--- config.mk ---
export PLATFORM = sky130hd
export DESIGN_NAME = arb_top
export DESIGN_NICKNAME = d
export VERILOG_FILES = /design/src/hdl/arb_pkg.sv /design/src/hdl/encode_one_hot.sv /design/src/hdl/req_capture.sv /design/src/hdl/rr_arbiter.sv /design/src/hdl/grant_output.sv /design/src/hdl/arb_top.sv
export SDC_FILE = /design/constraint.sdc
export NUM_CORES = 1
export LEC_CHECK = 0
export ABC_AREA = 1
export BUFFER_PORTS_ARGS = -buffer_cell sky130_fd_sc_hd__buf_2
export CAP_MARGIN = 20
export CORE_ASPECT_RATIO = 1.1
export CORE_MARGIN = 10
export CORE_UTILIZATION = 53
export DETAILED_ROUTE_END_ITERATION = 8
export GPL_TIMING_DRIVEN = 0
export HOLD_SLACK_MARGIN = 0.02
export PLACE_DENSITY = 0.88
export SYNTH_ARGS = -nofsm -noshare
export SYNTH_HDL_FRONTEND = slang
export SYNTH_SLANG_ARGS = --single-unit
--- constraint.sdc ---
create_clock -name clk_i -period 4.4 [get_ports clk_i]
set_input_delay 0.88 -clock clk_i [delete_from_list [all_inputs] [get_ports clk_i]]
set_output_delay 0.88 -clock clk_i [all_outputs]
set_load 0.005 [all_outputs]
--- src/hdl/arb_pkg.sv ---
/*
 * arbiter package
 * client count, id width and the payload and grant types shared by all stages
 */
package arb_pkg;

   // number of requesting clients
   localparam int num_clients = 5;

   // ceiling log2 that never returns zero
   // a one-entry vector still needs a one-bit address
   function automatic int safe_clog2(input int w);
      return (w > 1) ? $clog2(w) : 1;
   endfunction

   // next power of two at or above w
   function automatic int pow2_ceil(input int w);
      return 1 << $clog2(w);
   endfunction

   // width of a client id
   localparam int client_id_w = safe_clog2(num_clients);

   // request payload, 20 bits
   typedef struct packed
   {
      logic [3:0]  tag;
      logic [15:0] data;
   } payload_t;

   // arbitration result
   // one_hot is zero when v is low
   typedef struct packed
   {
      logic [num_clients-1:0] one_hot;
      logic [client_id_w-1:0] id;
      logic                   v;
   } grant_t;

endpackage

--- src/hdl/encode_one_hot.sv ---
/*
 * one-hot to binary encoder
 * recursive OR tree, returns the set bit position and an any-bit-set flag
 */
module encode_one_hot
   import arb_pkg::*;
#(
   parameter int width_p = 8
)
(
   input  logic [width_p-1:0]             i,
   output logic [safe_clog2(width_p)-1:0] addr_o,
   output logic                           v_o
);

   // examples for width 4, low to high
   //   0001 -> 0, v=1
   //   0100 -> 2, v=1
   //   0000 -> 0, v=0
   // more than one bit set gives an undefined address

   if (width_p == 1)
   begin : base
      assign v_o    = i[0];
      // only one position, address is always zero
      assign addr_o = 1'b0;
   end
   else if (width_p == 2)
   begin : leaf
      assign v_o    = |i;
      assign addr_o = i[1];
   end
   else if (width_p != pow2_ceil(width_p))
   begin : unaligned
      // pad once at the top so every level below splits evenly
      // clog2 of the padded width equals clog2 of width_p
      logic [pow2_ceil(width_p)-1:0]  padded;
      logic [safe_clog2(width_p)-1:0] aligned_addr;

      // zeros go above the real inputs
      assign padded = {{(pow2_ceil(width_p) - width_p){1'b0}}, i};

      encode_one_hot #(.width_p(pow2_ceil(width_p))) align
      (
         .i      (padded),
         .addr_o (aligned_addr),
         .v_o    (v_o)
      );

      assign addr_o = aligned_addr;
   end
   else
   begin : aligned
      // per-half sub-addresses and hit flags
      logic [1:0][safe_clog2(width_p/2)-1:0] addrs;
      logic [1:0]                            vs;

      // lower half
      encode_one_hot #(.width_p(width_p/2)) lo
      (
         .i      (i[0 +: width_p/2]),
         .addr_o (addrs[0]),
         .v_o    (vs[0])
      );

      // upper half
      encode_one_hot #(.width_p(width_p/2)) hi
      (
         .i      (i[width_p/2 +: width_p/2]),
         .addr_o (addrs[1]),
         .v_o    (vs[1])
      );

      assign v_o    = |vs;
      // the idle half contributes zeros, so OR merges the two addresses
      // upper half hit becomes the msb
      assign addr_o = {vs[1], addrs[0] | addrs[1]};
   end

endmodule

--- src/hdl/req_capture.sv ---
/*
 * request capture stage
 * holds one pending flag and one payload per client until granted
 */
module req_capture
   import arb_pkg::*;
#(
   parameter type payload_type = payload_t
)
(
   input  logic                                clk_i,
   input  logic                                rst_n_i,
   input  logic [num_clients-1:0]              req_v_i,
   input  payload_type [num_clients-1:0]       req_payload_i,
   input  grant_t                              grant_i,
   output logic [num_clients-1:0]              pend_v_o,
   output payload_type [num_clients-1:0]       pend_payload_o
);

   logic [num_clients-1:0]        pend_v_q;
   payload_type [num_clients-1:0] pend_payload_q;
   // clients released this cycle
   logic [num_clients-1:0]        granted;
   // pulses that get stored
   logic [num_clients-1:0]        accept;

   assign granted = grant_i.v ? grant_i.one_hot : '0;

   // idle slot, or slot freed by the grant in this same cycle
   // a pulse on a busy slot is dropped and the old payload stays
   assign accept = req_v_i & (~pend_v_q | granted);

   // pending flags
   always_ff @(posedge clk_i)
   begin
      if (!rst_n_i)
      begin
         pend_v_q <= '0;
      end
      else
      begin
         // clear on grant, set on accepted pulse
         // a grant and a pulse together leave the flag set
         pend_v_q <= (pend_v_q & ~granted) | accept;
      end
   end

   // payload slots, only written with the flag
   always_ff @(posedge clk_i)
   begin
      for (int c = 0; c < num_clients; c++)
      begin
         if (accept[c])
         begin
            pend_payload_q[c] <= req_payload_i[c];
         end
      end
   end

   assign pend_v_o       = pend_v_q;
   assign pend_payload_o = pend_payload_q;

   // a grant with no new pulse must free the slot on the next cycle
   for (genvar g = 0; g < num_clients; g++)
   begin : chk
      a_grant_clears: assert property (
         @(posedge clk_i) disable iff (!rst_n_i)
         (granted[g] && !req_v_i[g]) |=> !pend_v_q[g]
      ) else $error("req_capture: client %0d still pending after grant", g);
   end

endmodule

--- src/hdl/rr_arbiter.sv ---
/*
 * round-robin arbiter
 * grants one pending client per cycle, starting after the last one served
 */
module rr_arbiter
   import arb_pkg::*;
(
   input  logic                   clk_i,
   input  logic                   rst_n_i,
   input  logic [num_clients-1:0] pend_v_i,
   output grant_t                 grant_o
);

   // id of the last granted client
   logic [client_id_w-1:0]     ptr_q;
   // search start, pointer plus one with wrap
   logic [client_id_w-1:0]     start_id;
   // pending vector rotated so the start client sits at bit 0
   logic [2*num_clients-1:0]   pend_dbl;
   logic [num_clients-1:0]     pend_rot;
   // lowest set bit of the rotated vector
   logic [num_clients-1:0]     first_rot;
   // rotated back into client order
   logic [2*num_clients-1:0]   first_dbl;
   logic [num_clients-1:0]     one_hot;
   logic [client_id_w-1:0]     grant_id;
   logic                       grant_v;

   always_comb
   begin
      if (ptr_q == client_id_w'(num_clients - 1))
      begin
         start_id = '0;
      end
      else
      begin
         start_id = ptr_q + 1'b1;
      end
   end

   // rotate right by start_id through a doubled copy
   assign pend_dbl  = {pend_v_i, pend_v_i} >> start_id;
   assign pend_rot  = pend_dbl[num_clients-1:0];

   // isolate the lowest set bit, two's complement trick
   assign first_rot = pend_rot & (~pend_rot + 1'b1);

   // rotate left by the same amount, upper copy holds the result
   assign first_dbl = {first_rot, first_rot} << start_id;
   assign one_hot   = first_dbl[2*num_clients-1:num_clients];

   // id of the winner, valid doubles as any-pending
   encode_one_hot #(.width_p(num_clients)) enc
   (
      .i      (one_hot),
      .addr_o (grant_id),
      .v_o    (grant_v)
   );

   assign grant_o.one_hot = one_hot;
   assign grant_o.id      = grant_id;
   assign grant_o.v       = grant_v;

   // pointer only moves on a real grant
   // reset to the last client so client 0 wins first
   always_ff @(posedge clk_i)
   begin
      if (!rst_n_i)
      begin
         ptr_q <= client_id_w'(num_clients - 1);
      end
      else if (grant_v)
      begin
         ptr_q <= grant_id;
      end
   end

   // encoder input must be zero or one-hot
   a_onehot: assert property (
      @(posedge clk_i) disable iff (!rst_n_i)
      $onehot0(one_hot)
   ) else $error("rr_arbiter: grant not one-hot %b", one_hot);

   // nothing pending means no grant, anything pending means a grant
   a_valid: assert property (
      @(posedge clk_i) disable iff (!rst_n_i)
      grant_v == (|pend_v_i)
   ) else $error("rr_arbiter: grant valid disagrees with pending");

   a_granted_pending: assert property (
      @(posedge clk_i) disable iff (!rst_n_i)
      (one_hot & ~pend_v_i) == '0
   ) else $error("rr_arbiter: grant to a client with no request");

endmodule

--- src/hdl/grant_output.sv ---
/*
 * grant output stage
 * picks the granted payload and registers the strobe, id and payload
 */
module grant_output
   import arb_pkg::*;
#(
   parameter type payload_type = payload_t
)
(
   input  logic                          clk_i,
   input  logic                          rst_n_i,
   input  grant_t                        grant_i,
   input  payload_type [num_clients-1:0] pend_payload_i,
   output logic                          out_v_o,
   output logic [client_id_w-1:0]        out_id_o,
   output payload_type                   out_payload_o
);

   payload_type            sel_payload;
   logic                   out_v_q;
   logic [client_id_w-1:0] out_id_q;
   payload_type            out_payload_q;

   // payload mux by grant id
   // ids past the last client select nothing
   always_comb
   begin
      sel_payload = '0;
      for (int c = 0; c < num_clients; c++)
      begin
         if (grant_i.id == client_id_w'(c))
         begin
            sel_payload = pend_payload_i[c];
         end
      end
   end

   // strobe every cycle, id and payload only on a grant
   always_ff @(posedge clk_i)
   begin
      if (!rst_n_i)
      begin
         out_v_q       <= 1'b0;
         out_id_q      <= '0;
         out_payload_q <= '0;
      end
      else
      begin
         out_v_q <= grant_i.v;
         if (grant_i.v)
         begin
            out_id_q      <= grant_i.id;
            out_payload_q <= sel_payload;
         end
      end
   end

   assign out_v_o       = out_v_q;
   assign out_id_o      = out_id_q;
   assign out_payload_o = out_payload_q;

   // a strobed id names a real client
   a_id_range: assert property (
      @(posedge clk_i) disable iff (!rst_n_i)
      out_v_o |-> (out_id_o < client_id_w'(num_clients))
   ) else $error("grant_output: id %0d out of range", out_id_o);

endmodule

--- src/hdl/arb_top.sv ---
/*
 * round-robin request arbiter top
 * capture, arbitrate and register the grant for five clients
 */
module arb_top
   import arb_pkg::*;
(
   input  logic                       clk_i,
   input  logic                       rst_n_i,
   input  logic [num_clients-1:0]     req_v_i,
   input  payload_t [num_clients-1:0] req_payload_i,
   output logic                       out_v_o,
   output logic [client_id_w-1:0]     out_id_o,
   output payload_t                   out_payload_o
);

   // pending state from the capture stage
   logic [num_clients-1:0]     pend_v;
   payload_t [num_clients-1:0] pend_payload;
   // this cycle's winner
   grant_t                     grant;

   // decode, hold requests until served
   req_capture #(.payload_type(payload_t)) u_capture
   (
      .clk_i          (clk_i),
      .rst_n_i        (rst_n_i),
      .req_v_i        (req_v_i),
      .req_payload_i  (req_payload_i),
      .grant_i        (grant),
      .pend_v_o       (pend_v),
      .pend_payload_o (pend_payload)
   );

   // execute, combinational pick plus pointer
   rr_arbiter u_arbiter
   (
      .clk_i    (clk_i),
      .rst_n_i  (rst_n_i),
      .pend_v_i (pend_v),
      .grant_o  (grant)
   );

   // result, registered one cycle after the grant
   grant_output #(.payload_type(payload_t)) u_output
   (
      .clk_i          (clk_i),
      .rst_n_i        (rst_n_i),
      .grant_i        (grant),
      .pend_payload_i (pend_payload),
      .out_v_o        (out_v_o),
      .out_id_o       (out_id_o),
      .out_payload_o  (out_payload_o)
   );

endmodule

**Word level (Yosys, flattened, before mapping)**

Cells that the tools add are included.

- Register bits: 132
- Input bits: 107
- Output and inout bits: 24
- Word-level logic and storage cells: 44

- Add/subtract/negate cells: 2
- Equality and inequality tests: 5
- Shifts and indexed selects: 2
- Multiplexer cells: 7
- Bitwise operators: 9
- Reduce and logical (&&, ||, !) cells: 3

Operator list:

| kind | number |
|---|---|
| $mux 20 | 5 |
| $and 5x5->5 | 3 |
| $not 5->5 | 3 |
| $or 5x5->5 | 2 |
| $shl 10x3->10 | 1 |
| $shr 10x3->5 | 1 |
| $eq 3x2->1 const B | 2 |
| $eq 3x3->1 const B | 2 |
| $add 5x1->5 const B | 1 |
| $mux 5 | 1 |
| $reduce_or 5->1 | 1 |
| $add 3x1->3 const B | 1 |
| $eq 3x1->1 const B | 1 |
| $logic_not 3->1 | 1 |
| $mux 3 | 1 |
| $reduce_or 2->1 | 1 |
| $or 1x1->1 | 1 |

**Depth between registers and ports, before layout**

- Depth after elaboration: 14
- Gate-level depth with buffers: 25
- Depth with buffers taken out: 24

**Hierarchy**

Synthesis repeated with hierarchy kept, for this count alone.

- Cell total of the unflattened synthesis: 663
- Area, all modules: 6117.1 µm²

By module, submodules not included:

| module | times used | cells an instance | area an instance (µm²) | seq. area each (µm²) |
|---|---|---|---|---|
| req_capture | 1 | 131 | 3213.1 | 3103.0 |
| grant_output | 1 | 367 | 2062.0 | 480.5 |
| rr_arbiter | 1 | 124 | 661.9 | 60.1 |
| encode_one_hot (u_arbiter.enc.unaligned.align.aligned.hi.aligned.hi ...) | 4 | 4 | 18.8 | 0.0 |
| encode_one_hot (u_arbiter.enc.unaligned.align.aligned.hi ...) | 2 | 7 | 30.0 | 0.0 |
| encode_one_hot (u_arbiter.enc.unaligned.align) | 1 | 10 | 41.3 | 0.0 |
| encode_one_hot (u_arbiter.enc) | 1 | 1 | 3.8 | 0.0 |

**Least setup slack after synthesis**

No wires, ideal clock.

- Path kind: flip-flop to flip-flop
- Start: register, netlist name u_output.out_id_o[0]
- End: register u_capture.pend_payload_q (netlist bit u_capture.pend_payload_o[20]) (enable)
- Setup time: 404 ps
- Arrival: 2933 ps
- Required time: 3996 ps
- Path slack: 1063 ps
- Cell stages (with the launch flop): 14
- Period minus slack after synthesis: 3337 ps
- Cells stage by stage: dfxtp_1 -> inv_2 -> ha_1 -> clkbuf_1 -> nand3_2 -> nand3_2 -> nand2_4 -> o21ai_1 -> nand3_1 -> nand2_1 -> clkinv_1 -> nand2_1 -> nand2_2 -> a21oi_1

RTL lines:

| what | RTL line | RTL |
|---|---|---|
| end signal, assigned by index | req_capture.sv:55 | `pend_payload_q[c] <= req_payload_i[c];` |
| end, declared | req_capture.sv:21 | `payload_type [num_clients-1:0] pend_payload_q;` |

==> impl_results.md <==
- Clock latency on the worst-skew pair: 0.53 ns
- Vias in the first global route: 4796
- Slew at the pin closest to its max-slew limit: 1.072 ns
- Final WL: 15340 um
- Critical path's largest stage delay: 0.66 ns
- Area of the multi-input gates: 1598 um^2
- Initial core utilization: 0.5482
- CP Data Arrival Time: 3.90 ns
- Max stage delay cell, worst path: inv_1
- Synth warn: 0
- Crit path launch type: flip-flop
- Final setup TNS: 0 ns
- Die area: 14740 um^2
- CTS Sinks: 130
- Crit Path Max Fanout: 20
- Final setup fails: 0
- IO Pins: 131
- # rows: 38
- Max clock buf depth: 2
- DRT Pass-1 Iters: 5
- RSZ-0062 raised after global routing: no
- Outcome: completed
- Crit-path cells: inv_2 > ha_1 > clkbuf_1 > nand3_2 > nand3_2 > nand3_1 > nand3_1 > nand2_1 > nand2_1 > nand2_2 > buf_2 > nand2_1 > nand2_1 > inv_1
- Synth area leader: edfxtp_1
- Buf/Inv on CP: 4
- First-pass GRT wire length: 23880 um
- Commonest non-fill, non-tap cells in the layout: nand2_1 (160), buf_2 (138), edfxtp_1 (100)
- Final Max Slew Viols: 0
- Main area contributors after synthesis: edfxtp_1 (55%), dfxtp_1 (11%), nand2_1 (11%)
- Share of post-route cells with drive strength above 1: 0.3145
- Worst r2r path cells: 14
- R2r setup slk: 0.65 ns
- WL/cell: 19.27 um
- Final cell count without fillers: 796
- Min Tclk post-route: 3.750 ns
- Final Hold Vio Count: 0
- Crit Reg-Reg Endpoint: u_capture.pend_payload_o[83]
- F_max: 0.2667 GHz
- Cts hold-fix bufs: 0
- Area delta synth->final: 24.53%
- Final period util: 0.8523
- Max Cap Viol: 0
- Part of the Yosys area used for sequential elements: 0.6615
- Most used cell, CP: nand2_1
- Hold WC Path Type: flip-flop to flip-flop
- Via count: 4577
- Antenna Nets Post-Route: 0
- Mapped Cells: 510
- Crit-path leading delay family: buffers and inverters
- Vias per std cell: 5.750
- Fillers: 616
- Hold Crit Start: u_output.out_payload_o[0]
- Mapped Nets: 619
- GR Overflow Total: 0
- Hpwl dp: 10510 um
- Height of the die: 126.3 um
- Nets: 770
- Unique masters post-synth: 28
- Die width: 116.7 um
- Post-cts resize count: 0
- CP endpoint kind: flip-flop
- Setup crit end: u_capture.pend_payload_o[83]
- Placed instance count: 762
- H-tree Lvls: 4
- Seq. cell area: 3603 um^2
- Clock-pin slew on the worst setup and hold paths: 0.06 ns
- Worst Slack Setup Final: 0.6500 ns
- Slew margin rel.: 0.2843
- CTS tree: yes
- WP data required: 4.55 ns
- Number of post-CTS setup repair buffers: 0
- # DRC: 0
- Clock Skews: 0.007149 ns
- Initial antenna violation count: 2
- Post-synth top area share: 0.5512
- Crit path launch: u_output.out_id_o[0]
- Buffers on Ports: 130
- Setup CP Type: flip-flop to flip-flop
- Reg2reg start: u_output.out_id_o[0]
- Syn avg cell area: 10.68 um^2
- CP Depth: 14
- Initial DRC Count: 517
- Pre-CTS WS: 0.7837 ns
- CTS buffer count: 17
- Total track usage: 0.2145
- CTS Root Cell: clkbuf_8
- Synthesized area: 5448 um^2
- Gpl congestion: 0.9058
- Largest net degree at the start of global routing: 21
- Core region area: 9937 um^2
- Commonest non-fill, non-tap cell in the layout: nand2_1
- Number of synthesized register bits: 130
layout make-up:
cell class                      count  share of cell area
Antenna cell                        2           0.0007377
Buffer                             23             0.02250
Clock buffer                       30             0.07119
Clock inverter                      2            0.001475
Inverter                           27             0.01494
Multi-Input combinational cell    330              0.2355
Sequential cell                   130              0.5312
Tap cell                          120             0.02213
Timing Repair Buffer              132              0.1003
synthesized netlist by cell type:
master    number
edfxtp_1     100
o21ai_1        2
buf_6          4
a21oi_1       28
clkbuf_1       4
nand2_2       10
dfxtp_1       30
o21ai_0        1
nand3_1       34
buf_2          8
buf_4          7
o211ai_1       1
ha_1           2
or2_2          1
nor2_2         1
o21ai_2        1
nand2_1      160
nor2_4         2
o21bai_2       1
clkinv_1       3
a31oi_1        2
nand3_2       13
nand2_4        6
nand4_1       23
inv_2          3
inv_1         21
nor2_1        41
or2_1          1
how the worst min path moves through the flow:
stage,end,slack [ns],depth (start not counted)
6_report,u_output.out_payload_o[0],0.46,2
4_1_cts,u_output.out_payload_o[19],0.45,2
3_5_place_dp,u_output.out_payload_o[19],0.44,2
2_1_floorplan,u_output.out_payload_o[0],0.45,2
3_3_place_gp,u_output.out_payload_o[7],0.43,2
5_1_grt,u_output.out_payload_o[14],0.47,2
tightest hold or removal path, cell delays in order (launching register included):
cell	delay (ns)
dfxtp_1	0.31
nand2_1	0.06
nand2_1	0.04
stage by stage:
stage,util,area [um^2],hold WS [ns]
2_1_floorplan,-,5448,0.4461
3_3_place_gp,0.6288,6248,0.4344
3_5_place_dp,0.6326,6286,0.4353
4_1_cts,0.6822,6779,0.4494
5_1_grt,0.6824,6782,0.4682
6_report,0.6827,6784,0.4555
state kept, by name, indices dropped and copies added, names as in the netlist:
| register | count |
|---|---|
| u_arbiter.ptr_q | 1 |
| u_capture.pend_payload_o | 100 |
| u_capture.pend_v_o | 5 |
| u_output.out_id_o | 3 |
| u_output.out_payload_o | 20 |
| u_output.out_v_o | 1 |
per-layer routing:
metal  vias to the layer above  global-route usage  share of wire  wire length (um)
met1                      2095              0.2242           0.34              5177
met2                       362              0.3631           0.52              7900
met4                         2              0.1288          0.049               754
li1                       2041                   -              -                 -
met5                         -                   0        0.00046                 7
met3                        77             0.07308          0.098              1498
logic make-up (layout without fill, tap and decap cells):
group | after synthesis | after routing | share of synthesized area
buffers and inverters | 50 | 214 | 0.04662
other | 0 | 2 | 0
AO/OA/AOI/OAI | 36 | 36 | 0.03583
flip-flops | 130 | 130 | 0.6615
AND/OR/NAND/NOR | 292 | 292 | 0.2515
adder cells (fa/ha/maj) | 2 | 2 | 0.004593
Power is not shown: default switching activity piles up to over one toggle a cycle in this logic, so the estimate is an artifact.
